## src/rx_dsp_pkg.sv

```systemverilog
package rx_dsp_pkg;

   localparam int ADC_W      = 14;
   localparam int IQ_W       = 24;
   localparam int CORDIC_W   = 26;  // Two guard bits for CORDIC gain
   localparam int OUT_W      = 16;
   localparam int MAX_STAGES = 16;

   typedef struct packed {
      logic signed [IQ_W-1:0] i;
      logic signed [IQ_W-1:0] q;
   } iq_t;

   // Output word, I in the upper half
   typedef struct packed {
      logic [OUT_W-1:0] i;
      logic [OUT_W-1:0] q;
   } sample_t;

   // arctan(2^-k) in units of 2^-32 turn
   localparam logic [31:0] CORDIC_ATAN [0:MAX_STAGES-1] = '{
      32'h2000_0000, 32'h12e4_051e, 32'h09fb_385b, 32'h0511_11d4,
      32'h028b_0d43, 32'h0145_d7e1, 32'h00a2_f61e, 32'h0051_7c55,
      32'h0028_be53, 32'h0014_5f2f, 32'h000a_2f98, 32'h0005_17cc,
      32'h0002_8be6, 32'h0001_45f3, 32'h0000_a2fa, 32'h0000_517d
   };

endpackage

```

## src/rx_regs_pkg.sv

```systemverilog
package rx_regs_pkg;

   // Wishbone classic request, held by the master until ack
   typedef struct packed {
      logic        cyc;
      logic        stb;
      logic        we;
      logic [2:0]  adr;   // Word address
      logic [31:0] dat;
   } wb_req_t;

   typedef struct packed {
      logic        ack;
      logic [31:0] dat;
   } wb_rsp_t;

   typedef struct packed {
      logic [31:0]        phase_inc;
      logic signed [15:0] scale_i;
      logic signed [15:0] scale_q;
      logic [7:0]         decim;     // Samples per output word
      logic signed [13:0] ofs_a;
      logic signed [13:0] ofs_b;
      logic [1:0]         sel_i;
      logic [1:0]         sel_q;
      logic [1:0]         gpio_ena;  // Bit 0 for I, bit 1 for Q
   } rx_cfg_t;

   localparam logic [2:0] REG_PHASE_INC = 3'd0;
   localparam logic [2:0] REG_SCALE     = 3'd1;  // {scale_i, scale_q}
   localparam logic [2:0] REG_DECIM     = 3'd2;
   localparam logic [2:0] REG_OFS_A     = 3'd3;
   localparam logic [2:0] REG_OFS_B     = 3'd4;
   localparam logic [2:0] REG_MUX       = 3'd5;  // {sel_q, sel_i}
   localparam logic [2:0] REG_GPIO      = 3'd6;
   localparam logic [2:0] REG_STATUS    = 3'd7;  // Sticky {ovf_b, ovf_a}

   // Source codes, 2 and 3 give a zero path
   localparam logic [1:0] SEL_ADC_A = 2'd0;
   localparam logic [1:0] SEL_ADC_B = 2'd1;

endpackage
```

## src/rx_frontend.sv

```systemverilog
`timescale 1ns/1ps

module rx_frontend (
   input  logic                         clk,
   input  logic                         rst,
   input  logic                         run_i,
   input  rx_regs_pkg::rx_cfg_t         cfg_i,
   input  logic [rx_dsp_pkg::ADC_W-1:0] adc_a_i,
   input  logic [rx_dsp_pkg::ADC_W-1:0] adc_b_i,
   output rx_dsp_pkg::iq_t              iq_o,
   output logic                         valid_o
);

   localparam int ADC_W    = rx_dsp_pkg::ADC_W;
   localparam int IQ_W     = rx_dsp_pkg::IQ_W;
   localparam int PROD_W   = ADC_W + 16;
   localparam int PROD_LSB = 5;         // Keeps product bits 28:5

   logic signed [ADC_W-1:0]  a_ofs_q;
   logic signed [ADC_W-1:0]  b_ofs_q;
   logic signed [ADC_W-1:0]  i_sel_q;
   logic signed [ADC_W-1:0]  q_sel_q;
   logic signed [PROD_W-1:0] prod_i;
   logic signed [PROD_W-1:0] prod_q;
   rx_dsp_pkg::iq_t          iq_q;
   logic [2:0]               vld_q;

   function automatic logic signed [ADC_W-1:0] route(
      input logic [1:0]              sel,
      input logic signed [ADC_W-1:0] a,
      input logic signed [ADC_W-1:0] b
   );
      case (sel)
         rx_regs_pkg::SEL_ADC_A: route = a;
         rx_regs_pkg::SEL_ADC_B: route = b;
         default:                route = '0;  // Muted path
      endcase
   endfunction

   // Offset removal, wraps at 14 bits
   always_ff @(posedge clk)
   begin
      a_ofs_q <= adc_a_i - cfg_i.ofs_a;
      b_ofs_q <= adc_b_i - cfg_i.ofs_b;
   end

   always_ff @(posedge clk)
   begin
      i_sel_q <= route(cfg_i.sel_i, a_ofs_q, b_ofs_q);
      q_sel_q <= route(cfg_i.sel_q, a_ofs_q, b_ofs_q);
   end

   assign prod_i = i_sel_q * $signed(cfg_i.scale_i);
   assign prod_q = q_sel_q * $signed(cfg_i.scale_q);

   always_ff @(posedge clk)
   begin
      iq_q.i <= prod_i[PROD_LSB +: IQ_W];
      iq_q.q <= prod_q[PROD_LSB +: IQ_W];
   end

   // Valid follows run_i through the three stages
   always_ff @(posedge clk)
   begin
      if (rst || !run_i)
         vld_q <= '0;
      else
         vld_q <= {vld_q[1:0], 1'b1};
   end

   assign iq_o    = iq_q;
   assign valid_o = vld_q[2];

endmodule

```

## config.mk

```make
export PLATFORM = sky130hd
export DESIGN_NAME = rx_frontend
export DESIGN_NICKNAME = d
export VERILOG_FILES = /design/src/rx_dsp_pkg.sv /design/src/rx_regs_pkg.sv /design/src/rx_frontend.sv
export SDC_FILE = /design/constraint.sdc
export NUM_CORES = 1
export LEC_CHECK = 0
export ABC_AREA = 1
export BUFFER_PORTS_ARGS = -buffer_cell sky130_fd_sc_hd__buf_2
export CAP_MARGIN = 20
export CORE_ASPECT_RATIO = 1.75
export CORE_MARGIN = 3
export CORE_UTILIZATION = 30
export DETAILED_ROUTE_END_ITERATION = 8
export HOLD_SLACK_MARGIN = 0.12
export MAX_ROUTING_LAYER = met4
export PLACE_DENSITY = 0.55
export REMOVE_ABC_BUFFERS = 1
export SLEW_MARGIN = 20
export SYNTH_ARGS = -nofsm -noshare
export SYNTH_HDL_FRONTEND = slang
export SYNTH_SLANG_ARGS = --single-unit
```

## constraint.sdc

```tcl
create_clock -name clk -period 14.7 [get_ports clk]
set_input_delay 2.94 -clock clk [delete_from_list [all_inputs] [get_ports clk]]
set_output_delay 2.94 -clock clk [all_outputs]
set_load 0.05 [all_outputs]
```

==> results of run 1 <==
[final timing paths]
path | startpoint | to | slack, ns | depth (start not counted)
worst max-delay path | cfg_i[57] | iq_o[22] | 6.56 | 22
worst min-delay path | vld_q[0] | vld_q[1] | 0.46 | 1
worst max register to register | q_sel_q[3] | iq_o[22] | 8.38 | 21
worst min register to register | vld_q[0] | vld_q[1] | 0.46 | 1
[registers in the layout, summed over array words and instances (netlist names)]
signal,cells
b_ofs_q,14
vld_q,3
a_ofs_q,14
i_sel_q,14
q_sel_q,14
iq_o,48
[layout make-up]
class	count	area, um^2
fillers	7830	48300
multi-input cells	1818	16100
inverters	892	3350
flip-flops and latches	107	2140
well taps	924	1160
repair buffers	148	753
clock buffers	9	225
clock inverters	7	71.3
[synth_stat cells (16+ instances only)]
cell type / instances
a21oi_1: 68
clkbuf_1: 80
dfxtp_1: 107
fa_1: 428
ha_1: 158
inv_1: 892
nand2_1: 753
nand2_2: 17
nand3_1: 57
nand4_1: 22
nor2_1: 127
nor3_1: 16
o21ai_0: 23
o21bai_1: 20
o22ai_1: 28
xnor2_1: 18
xor2_1: 42
[kinds of logic (layout without fill, tap and decap cells)]
kind of cell,count (synthesis),after routing
AOI/OAI and AO/OA,153,153
xor gates and xnor gates,60,60
adders and majority gates,586,586
buffers and inverters,980,1056
DFF,107,107
and+or+nand+nor,1019,1019
[per-stage QoR]
stage / area (um^2) / hold slack (ns) / utilization [%] / worst slack, ns
3_3_place_gp: 23500 / 0.443 / 32.6 / 6.13
2_1_floorplan: 21600 / 0.439 / - / 6.99
3_5_place_dp: 23500 / 0.451 / 32.6 / 6.07
6_report: 23800 / 0.457 / 33.0 / 6.56
5_1_grt: 23800 / 0.477 / 33.0 / 6.19
4_1_cts: 23800 / 0.463 / 33.0 / 6.56
[per-layer routing]
metal | track usage [%] | up-vias | part of all wire [%]
li1 | - | 8385 | -
met1 | 15.6 | 8537 | 34
met2 | 35.2 | 346 | 58
met3 | 1.41 | 147 | 2.2
met4 | 9.30 | 0 | 6.0
met5 | - | - | 0
[critical path, stage by stage]
cell and delay, ns:
buf_2 0.23, nand2_1 0.18, fa_1 0.63, inv_1 0.07
fa_1 0.73, inv_1 0.20, fa_1 0.52, inv_1 0.05
fa_1 0.53, inv_1 0.05, fa_1 0.46, fa_1 0.51
inv_1 0.04, ha_1 0.34, a21oi_1 0.31, o21ai_0 0.18
nand2_1 0.10, nand3_1 0.06, nor2_1 0.15, nand2_1 0.07
nand2_1 0.05, nand2_1 0.05
==> results by group, run 1 <==
Synth
  – Yosys top cell area share: 39.1%
  – Multiplexer area fraction after synthesis: 0%
  – Top post-synthesis cells by area: fa_1, inv_1, nand2_1
  – Async S/R FF share, synth: 0%
  – Seq cells post-synth: 107
  – Yosys top cell by area: fa_1
  – Adder-cell share of the synthesized area: 48.2%
  – Cell Area, Synth: 0.0219 mm^2
  – Post-synth EDFFs: 0
  – Avg Inst Size Synth: 7.53 um^2
  – Synth Area in Compound Gates: 4.05%
  – Gate Count Post-Synth: 2905
  – Simple-Gate Fraction of Synth Area: 18.8%
  – Count of cell types in the netlist: 33
  – Post-synthesis xor/xnor area fraction: 2.40%
  – Largest family of logic cells by synthesized area: adder cells
  – Yosys warns: 0
  – Main flop type after synthesis: dfxtp_1
  – Register area share after synthesis: 9.79%

Die
  – Die Width: 210 um
  – Core area: 0.0721 mm^2
  – Top Ports: 186
  – Die area: 0.0764 mm^2
  – Die Height: 363 um
  – Cell Rows: 130
  – Initial core utilization: 30.4%

Cells and area
  – Number of inserted diodes: 0
  – Share of cells above drive strength 1: 6.68%
  – Commonest cells after routing, fill and taps aside: inv_1, nand2_1, fa_1
  – P&R area growth vs syn: 8.55%
  – Most common cell after layout, fill and taps aside: inv_1
  – Fin nets: 3699
  – Non-filler instance count after layout: 3905

Route
  – Routed WL per cell: 15.7 um
  – Vias: 17.4k
  – DR DRC count: 0
  – Vias per cell: 4.46
  – Routed Antenna Nets: 0
  – DR iter-0 viols: 775
  – Final WL: 61300 um
  – Detailed Routing Iterations Pass 1: 5

GRT
  – GRT Total Usage: 17.4%
  – First-pass GRT wire length: 98500 um
  – Largest net degree at the start of global routing: 21
  – Vias in the first global route: 19.2k
  – Initial antenna violation count: 0
  – Gr ovfl total: 0

Worst hold path
  – Worst min path class: reg2reg

Timing
  – Worst Max-Slew Pin Slew: 0.894 ns
  – Tmin final: 8.14 ns
  – Final Max Tran Viols: 0
  – Max Freq: 123 MHz
  – Final Cycle Share: 55.4%
  – Final Hold Vio Count: 0
  – RSZ-0062 raised after global routing: no
  – Setup TNS: 0 ns
  – Relative slew slack: 40.3%
  – Clk_skew: 0.0218 ns
  – Final setup vio count: 0

CTS
  – Post-CTS Setup Repair Bufs: 0
  – Hold-fix buffers, CTS: 0
  – Bufs on Longest Clock Path: 2
  – Post-CTS resize count: 0
  – Clock slew at reported path FFs: 0.10 ns
  – TritonCTS clock tree: yes
  – Root buffer cell: clkbuf_16
  – Clk sinks: 107
  – Worst-Skew Late Latency: 0.43 ns
  – CTS buffer count: 9
  – CTS H-tree depth: 3

Placed design
  – GP Congestion: 0.893
  – Hpwl dp: 51800 um
  – IO buf count: 143
  – Dpl cells: 3889

Worst setup path
  – Crit path arrival time: 8.48 ns
  – Worst EP required: 15.03 ns
  – CP Max Fanout: 14
  – CP Launch Type: input port
  – Crit path kind: in2reg
  – CP Capture Type: flip-flop

Run
  – Max-Cap Viols: 0

Outcome
  – Run status: finished clean
Power of run 1 is not shown: default switching activity piles up to over one toggle a cycle in this logic, so the estimate is an artifact.
==> inputs of run 2 (changes only) <==
Settings changed: PLACE_DENSITY 0.55 to 0.56.
Clock period 14.7 ns to 7.4 ns, I/O delays scaled along.
==> run 2 against run 1 <==
Effect of this change:
- non-clock buffer count increased by 8
- via count up 0.29%
- routed wire length up 0.51%
- setup slack lost 5.7 ns
- clock skew fell by 0.013 ns
- hold slack better by 0.0033 ns
==> results by group, run 2 (synthesized netlist as in run 1, its figures left out) <==
GRT
  – Gr ovfl total: 0 (unchanged)
  – First-pass GRT wire length: 99900 um (was 98500 um)
  – Largest net degree at the start of global routing: 19 (was 21)
  – GRT Total Usage: 17.5% (was 17.4%)
  – Vias in the first global route: 19.4k (was 19.2k)
  – Initial antenna violation count: 2 (was 0)

Worst setup path
  – Worst EP required: 7.70 ns (was 15.03 ns)
  – Crit path kind: in2reg (unchanged)
  – Max incr delay on CP: 0.61 ns (was 0.73 ns)
  – Slowest CP cell: fa_1 (unchanged)
  – Crit path top cell by count: fa_1 (unchanged)
  – Worst path buffer plus inverter count: 6 (unchanged)
  – CP Max Fanout: 15 (was 14)
  – CP Capture Type: flip-flop (unchanged)
  – Family with the most delay on the worst path: adder cells (unchanged)
  – Crit path arrival time: 6.89 ns (was 8.48 ns)
  – CP Cell Sequence: buf_2, nand2_1, fa_1, inv_1, fa_1, inv_1, fa_1, inv_1, fa_1, fa_1, inv_1, fa_1, inv_1, ha_1, nand4_1, nor3_1, nand2_1, nor2_1, nor2_1, nand2_1, nand2_1 (was buf_2, nand2_1, fa_1, inv_1, fa_1, inv_1, fa_1, inv_1, fa_1, inv_1, fa_1, fa_1, inv_1, ha_1, a21oi_1, o21ai_0, nand2_1, nand3_1, nor2_1, nand2_1, nand2_1, nand2_1)
  – CP Launch Type: input port (unchanged)

Route
  – Vias per cell: 4.46 (about the same)
  – Final WL: 61600 um (was 61300 um)
  – Vias: 17.5k (was 17.4k)
  – Detailed Routing Iterations Pass 1: 5 (unchanged)
  – DR iter-0 viols: 727 (was 775)
  – Routed Antenna Nets: 0 (unchanged)
  – DR DRC count: 0 (unchanged)
  – Routed WL per cell: 15.7 um (about the same)

Placed design
  – IO buf count: 143 (unchanged)
  – GP Congestion: 0.903 (was 0.893)
  – Hpwl dp: 52300 um (was 51800 um)
  – DP Area: 0.0235 mm^2 (about the same)
  – Dpl ws: 0.396 ns (was 6.07 ns)

CTS
  – Clock slew at reported path FFs: 0.08 ns (was 0.10 ns)
  – Post-CTS resize count: 0 (unchanged)
  – CTS H-tree depth: 3 (unchanged)
  – Clk sinks: 107 (unchanged)
  – Post-CTS Setup Repair Bufs: 0 (unchanged)
  – Hold-fix buffers, CTS: 0 (unchanged)
  – CTS buffer count: 9 (unchanged)
  – Root buffer cell: clkbuf_16 (unchanged)
  – TritonCTS clock tree: yes (unchanged)
  – Bufs on Longest Clock Path: 2 (unchanged)
  – Worst-Skew Late Latency: 0.40 ns (was 0.43 ns)

Timing
  – Clk_skew: 0.00911 ns (was 0.0218 ns)
  – Final Hold Vio Count: 0 (unchanged)
  – Relative slew slack: 36.6% (was 40.3%)
  – Setup TNS: 0 ns (unchanged)
  – Final setup margin: 0.812 ns (was 6.56 ns)
  – Tmin final: 6.59 ns
  – Final Max Tran Viols: 0 (unchanged)
  – Final Cycle Share: 89.0%
  – Worst Max-Slew Pin Slew: 0.949 ns (was 0.894 ns)
  – Max Freq: 152 MHz
  – RSZ-0062 raised after global routing: no (unchanged)
  – Final setup vio count: 0 (unchanged)
  – Hold slack: 0.460 ns (was 0.457 ns)

Die
  – Initial core utilization: 30.4% (unchanged)
  – Core area: 0.0721 mm^2 (unchanged)
  – Top Ports: 186 (unchanged)
  – Die Height: 363 um (unchanged)
  – Cell Rows: 130 (unchanged)
  – Die Width: 210 um (unchanged)
  – Die area: 0.0764 mm^2 (unchanged)

Cells and area
  – Commonest cells after routing, fill and taps aside: inv_1, nand2_1, fa_1 (unchanged)
  – Fill cells: 7771 (was 7830)
  – Share of cells above drive strength 1: 6.89% (was 6.68%)
  – Most common cell after layout, fill and taps aside: inv_1 (unchanged)
  – P&R area growth vs syn: 9.07% (was 8.55%)
  – Final Instance Area: 0.0239 mm^2 (was 0.0238 mm^2)
  – Fin nets: 3707 (was 3699)
  – Max reg flops: 48 (unchanged)

Worst hold path
  – Worst min path class: reg2reg (unchanged)

Run
  – Max-Cap Viols: 0 (unchanged)

Outcome
  – Run status: finished clean (unchanged)
-- run 2: changes by cell type in the layout (fill, tap and decap cells not counted) --
cell        delta
buf_4          +8
bufinv_16      +3
inv_6          +3
clkinv_4       -2
clkinvlp_4     -2
diode_2        +2
inv_8          -2
clkbuf_1       +1
clkinv_8       -1
-- run 2: layout make-up --
| class | count | area (um^2) | share of cell area (%) |
|---|---|---|---|
| multi-input cells | 1818 | 16100 | 67.3 |
| inverters | 892 | 3350 | 14.0 |
| flip-flops and latches | 107 | 2140 | 8.97 |
| well taps | 924 | 1160 | 4.84 |
| repair buffers | 156 | 813 | 3.41 |
| clock buffers | 10 | 229 | 0.959 |
| clock inverters | 6 | 116 | 0.487 |
| diodes | 2 | 5.00 | 0.0210 |
-- run 2: through the flow --
stage | instances | utilization [%]
2_1_floorplan | 2817 | -
3_3_place_gp | 3897 | 32.6
3_5_place_dp | 3897 | 32.6
4_1_cts | 3913 | 33.1
5_1_grt | 3915 | 33.1
6_report | 3915 | 33.1
-- run 2: metal layers --
metal | vias up | global-route usage [%] | wire (um)
met5 | - | - | 0
met4 | 0 | 10.5 | 4040
met3 | 163 | 1.70 | 1390
met2 | 314 | 34.7 | 35300
met1 | 8582 | 15.9 | 20900
li1 | 8407 | - | -
-- run 2: worst paths after layout --
kind	slack, ns	endpoint	from	cells after the start
max	0.81	iq_o[47]	cfg_i[73]	21
min reg2reg	0.46	vld_q[2]	vld_q[1]	1
min	0.46	vld_q[2]	vld_q[1]	1
max reg2reg	1.32	iq_o[47]	i_sel_q[5]	20
Power of run 2 is left out for the same reason.
==> inputs of run 3 (changes only) <==
Settings changed: CELL_PAD_IN_SITES_DETAIL_PLACEMENT from default to 2, CELL_PAD_IN_SITES_GLOBAL_PLACEMENT from default to 2, PLACE_DENSITY 0.56 to 0.82.
==> run 3 against run 2 <==
Effect of this change:
- register-to-register slack worse by 0.35 ns
- sequential share of layout area hardly changed
- utilization hardly changed
- critical path depth stayed put
- routed wire length is 25% higher
- hold slack better by 0.0031 ns
- design area is 0.11% lower
- non-clock buffer count is 4 higher
- global-route usage is 4.0 points higher
- highest routed layer unchanged
==> results by group, run 3 (synthesized netlist as in run 1, its figures left out) <==
Placed design
  – GP Congestion: 0.873 (was 0.903)
  – DP Area: 0.0236 mm^2 (was 0.0235 mm^2)
  – IO buf count: 143 (unchanged)
  – Hpwl dp: 67700 um (was 52300 um)

Timing
  – RSZ-0062 raised after global routing: no (unchanged)
  – Final Cycle Share: 92.6% (was 89.0%)
  – Clk_skew: 0.0169 ns (was 0.00911 ns)
  – Worst Max-Slew Pin Slew: 0.911 ns (was 0.949 ns)
  – Relative slew slack: 39.2% (was 36.6%)
  – Max Freq: 146 MHz (was 152 MHz)
  – Final Max Tran Viols: 0 (unchanged)
  – Final Hold Vio Count: 0 (unchanged)
  – Setup TNS: 0 ns (unchanged)
  – Tmin final: 6.85 ns (was 6.59 ns)
  – Final setup vio count: 0 (unchanged)

CTS
  – Root buffer cell: clkbuf_16 (unchanged)
  – Post-CTS Setup Repair Bufs: 0 (unchanged)
  – CTS H-tree depth: 3 (unchanged)
  – Clock slew at reported path FFs: 0.08 ns (about the same)
  – Worst-Skew Late Latency: 0.39 ns (was 0.40 ns)
  – CTS buffer count: 9 (unchanged)
  – TritonCTS clock tree: yes (unchanged)
  – Clk sinks: 107 (unchanged)
  – Post-CTS resize count: 0 (unchanged)
  – Hold-fix buffers, CTS: 0 (unchanged)
  – Bufs on Longest Clock Path: 2 (unchanged)

Cells and area
  – Commonest cells after routing, fill and taps aside: inv_1, nand2_1, fa_1 (unchanged)
  – Total area of sequential cells: 0.00214 mm^2 (unchanged)
  – Fin nets: 3711 (was 3707)
  – Max reg flops: 48 (unchanged)
  – Share of cells above drive strength 1: 6.98% (was 6.89%)
  – Fill cells: 8596 (was 7771)
  – Final Instance Area: 0.0238 mm^2 (was 0.0239 mm^2)
  – Number of inserted diodes: 0 (was 2)
  – Area occupied by multi-input gates: 0.0161 mm^2 (unchanged)
  – Most common cell after layout, fill and taps aside: inv_1 (unchanged)
  – P&R area growth vs syn: 8.95% (was 9.07%)

Route
  – Detailed Routing Iterations Pass 1: 6 (was 5)
  – Vias: 18.4k (was 17.5k)
  – Final WL: 77100 um (was 61600 um)
  – DR iter-0 viols: 550 (was 727)
  – DR DRC count: 0 (unchanged)
  – Routed WL per cell: 19.7 um (was 15.7 um)
  – Vias per cell: 4.70 (was 4.46)
  – Routed Antenna Nets: 0 (unchanged)

GRT
  – Vias in the first global route: 22.5k (was 19.4k)
  – First-pass GRT wire length: 121000 um (was 99900 um)
  – Largest net degree at the start of global routing: 18 (was 19)
  – Initial antenna violation count: 0 (was 2)
  – Gr ovfl total: 0 (unchanged)
  – GRT Total Usage: 21.5% (was 17.5%)

Outcome
  – Run status: finished clean (unchanged)

Die
  – Die Width: 210 um (unchanged)
  – Die area: 0.0764 mm^2 (unchanged)
  – Top Ports: 186 (unchanged)
  – Die Height: 363 um (unchanged)
  – Core area: 0.0721 mm^2 (unchanged)
  – Initial core utilization: 30.4% (unchanged)
  – Cell Rows: 130 (unchanged)

Worst hold path
  – Worst min path class: reg2reg (unchanged)

Worst setup path
  – Crit path arrival time: 7.15 ns (was 6.89 ns)
  – Worst EP required: 7.70 ns (about the same)
  – CP Max Fanout: 7 (was 15)
  – CP Capture Type: flip-flop (unchanged)
  – Crit path kind: in2reg (unchanged)
  – CP Launch Type: input port (unchanged)

Run
  – Max-Cap Viols: 0 (unchanged)
==> run 3: cell count changes in the layout (fill, tap and decap cells not counted), sizes merged <==
cell,delta
buf,+4
bufinv,-2
clkbuf,+1
clkinv,+2
diode,-2
inv,-1
==> run 3: worst paths after layout <==
check	slack, ns	cells after the start	from	to
worst max-delay path	0.55	21	cfg_i[73]	iq_o[47]
worst min-delay path	0.46	1	vld_q[1]	vld_q[2]
worst max register to register	0.97	20	i_sel_q[4]	iq_o[47]
worst min register to register	0.46	1	vld_q[1]	vld_q[2]
==> run 3: through the flow <==
| step | hold WS [ns] | instances | setup WS [ns] | utilization, % |
|---|---|---|---|---|
| after floorplan | 0.439 | 2817 | 1.15 | - |
| after global placement | 0.446 | 3901 | 0.435 | 32.7 |
| after detailed placement | 0.454 | 3901 | 0.0867 | 32.7 |
| after CTS | 0.466 | 3917 | 0.525 | 33.1 |
| after global routing | 0.492 | 3917 | 0.298 | 33.1 |
| final | 0.464 | 3917 | 0.546 | 33.1 |
==> run 3: critical path: stages <==
cell and delay (ns):
buf_2 0.20, nand2_1 0.18, fa_1 0.64, inv_1 0.07, fa_1 0.64, inv_1 0.21
fa_1 0.53, inv_1 0.08, fa_1 0.59, inv_1 0.06, fa_1 0.48, fa_1 0.52
inv_1 0.05, ha_1 0.42, nand4_1 0.20, nor3_1 0.27, nand2_1 0.09, nor2_1 0.23
nor2_1 0.09, nand2_1 0.07, nand2_1 0.05
==> run 3: metal layers <==
| layer | track usage (%) | part of all wire (%) | vias up |
|---|---|---|---|
| li1 | - | - | 8409 |
| met1 | 18.5 | 32 | 9430 |
| met2 | 43.9 | 59 | 343 |
| met3 | 1.61 | 1.6 | 233 |
| met4 | 13.1 | 7.2 | 0 |
| met5 | - | 0 | - |
==> run 3: layout make-up <==
class | instances | area share (%)
clock buffer | 11 | 0.976
clock inverter | 5 | 0.257
inverter | 892 | 14.0
multi-input combinational | 1818 | 67.4
sequential | 107 | 8.98
tap | 924 | 4.85
timing repair buffer | 160 | 3.54
Power of run 3 is left out for the same reason.
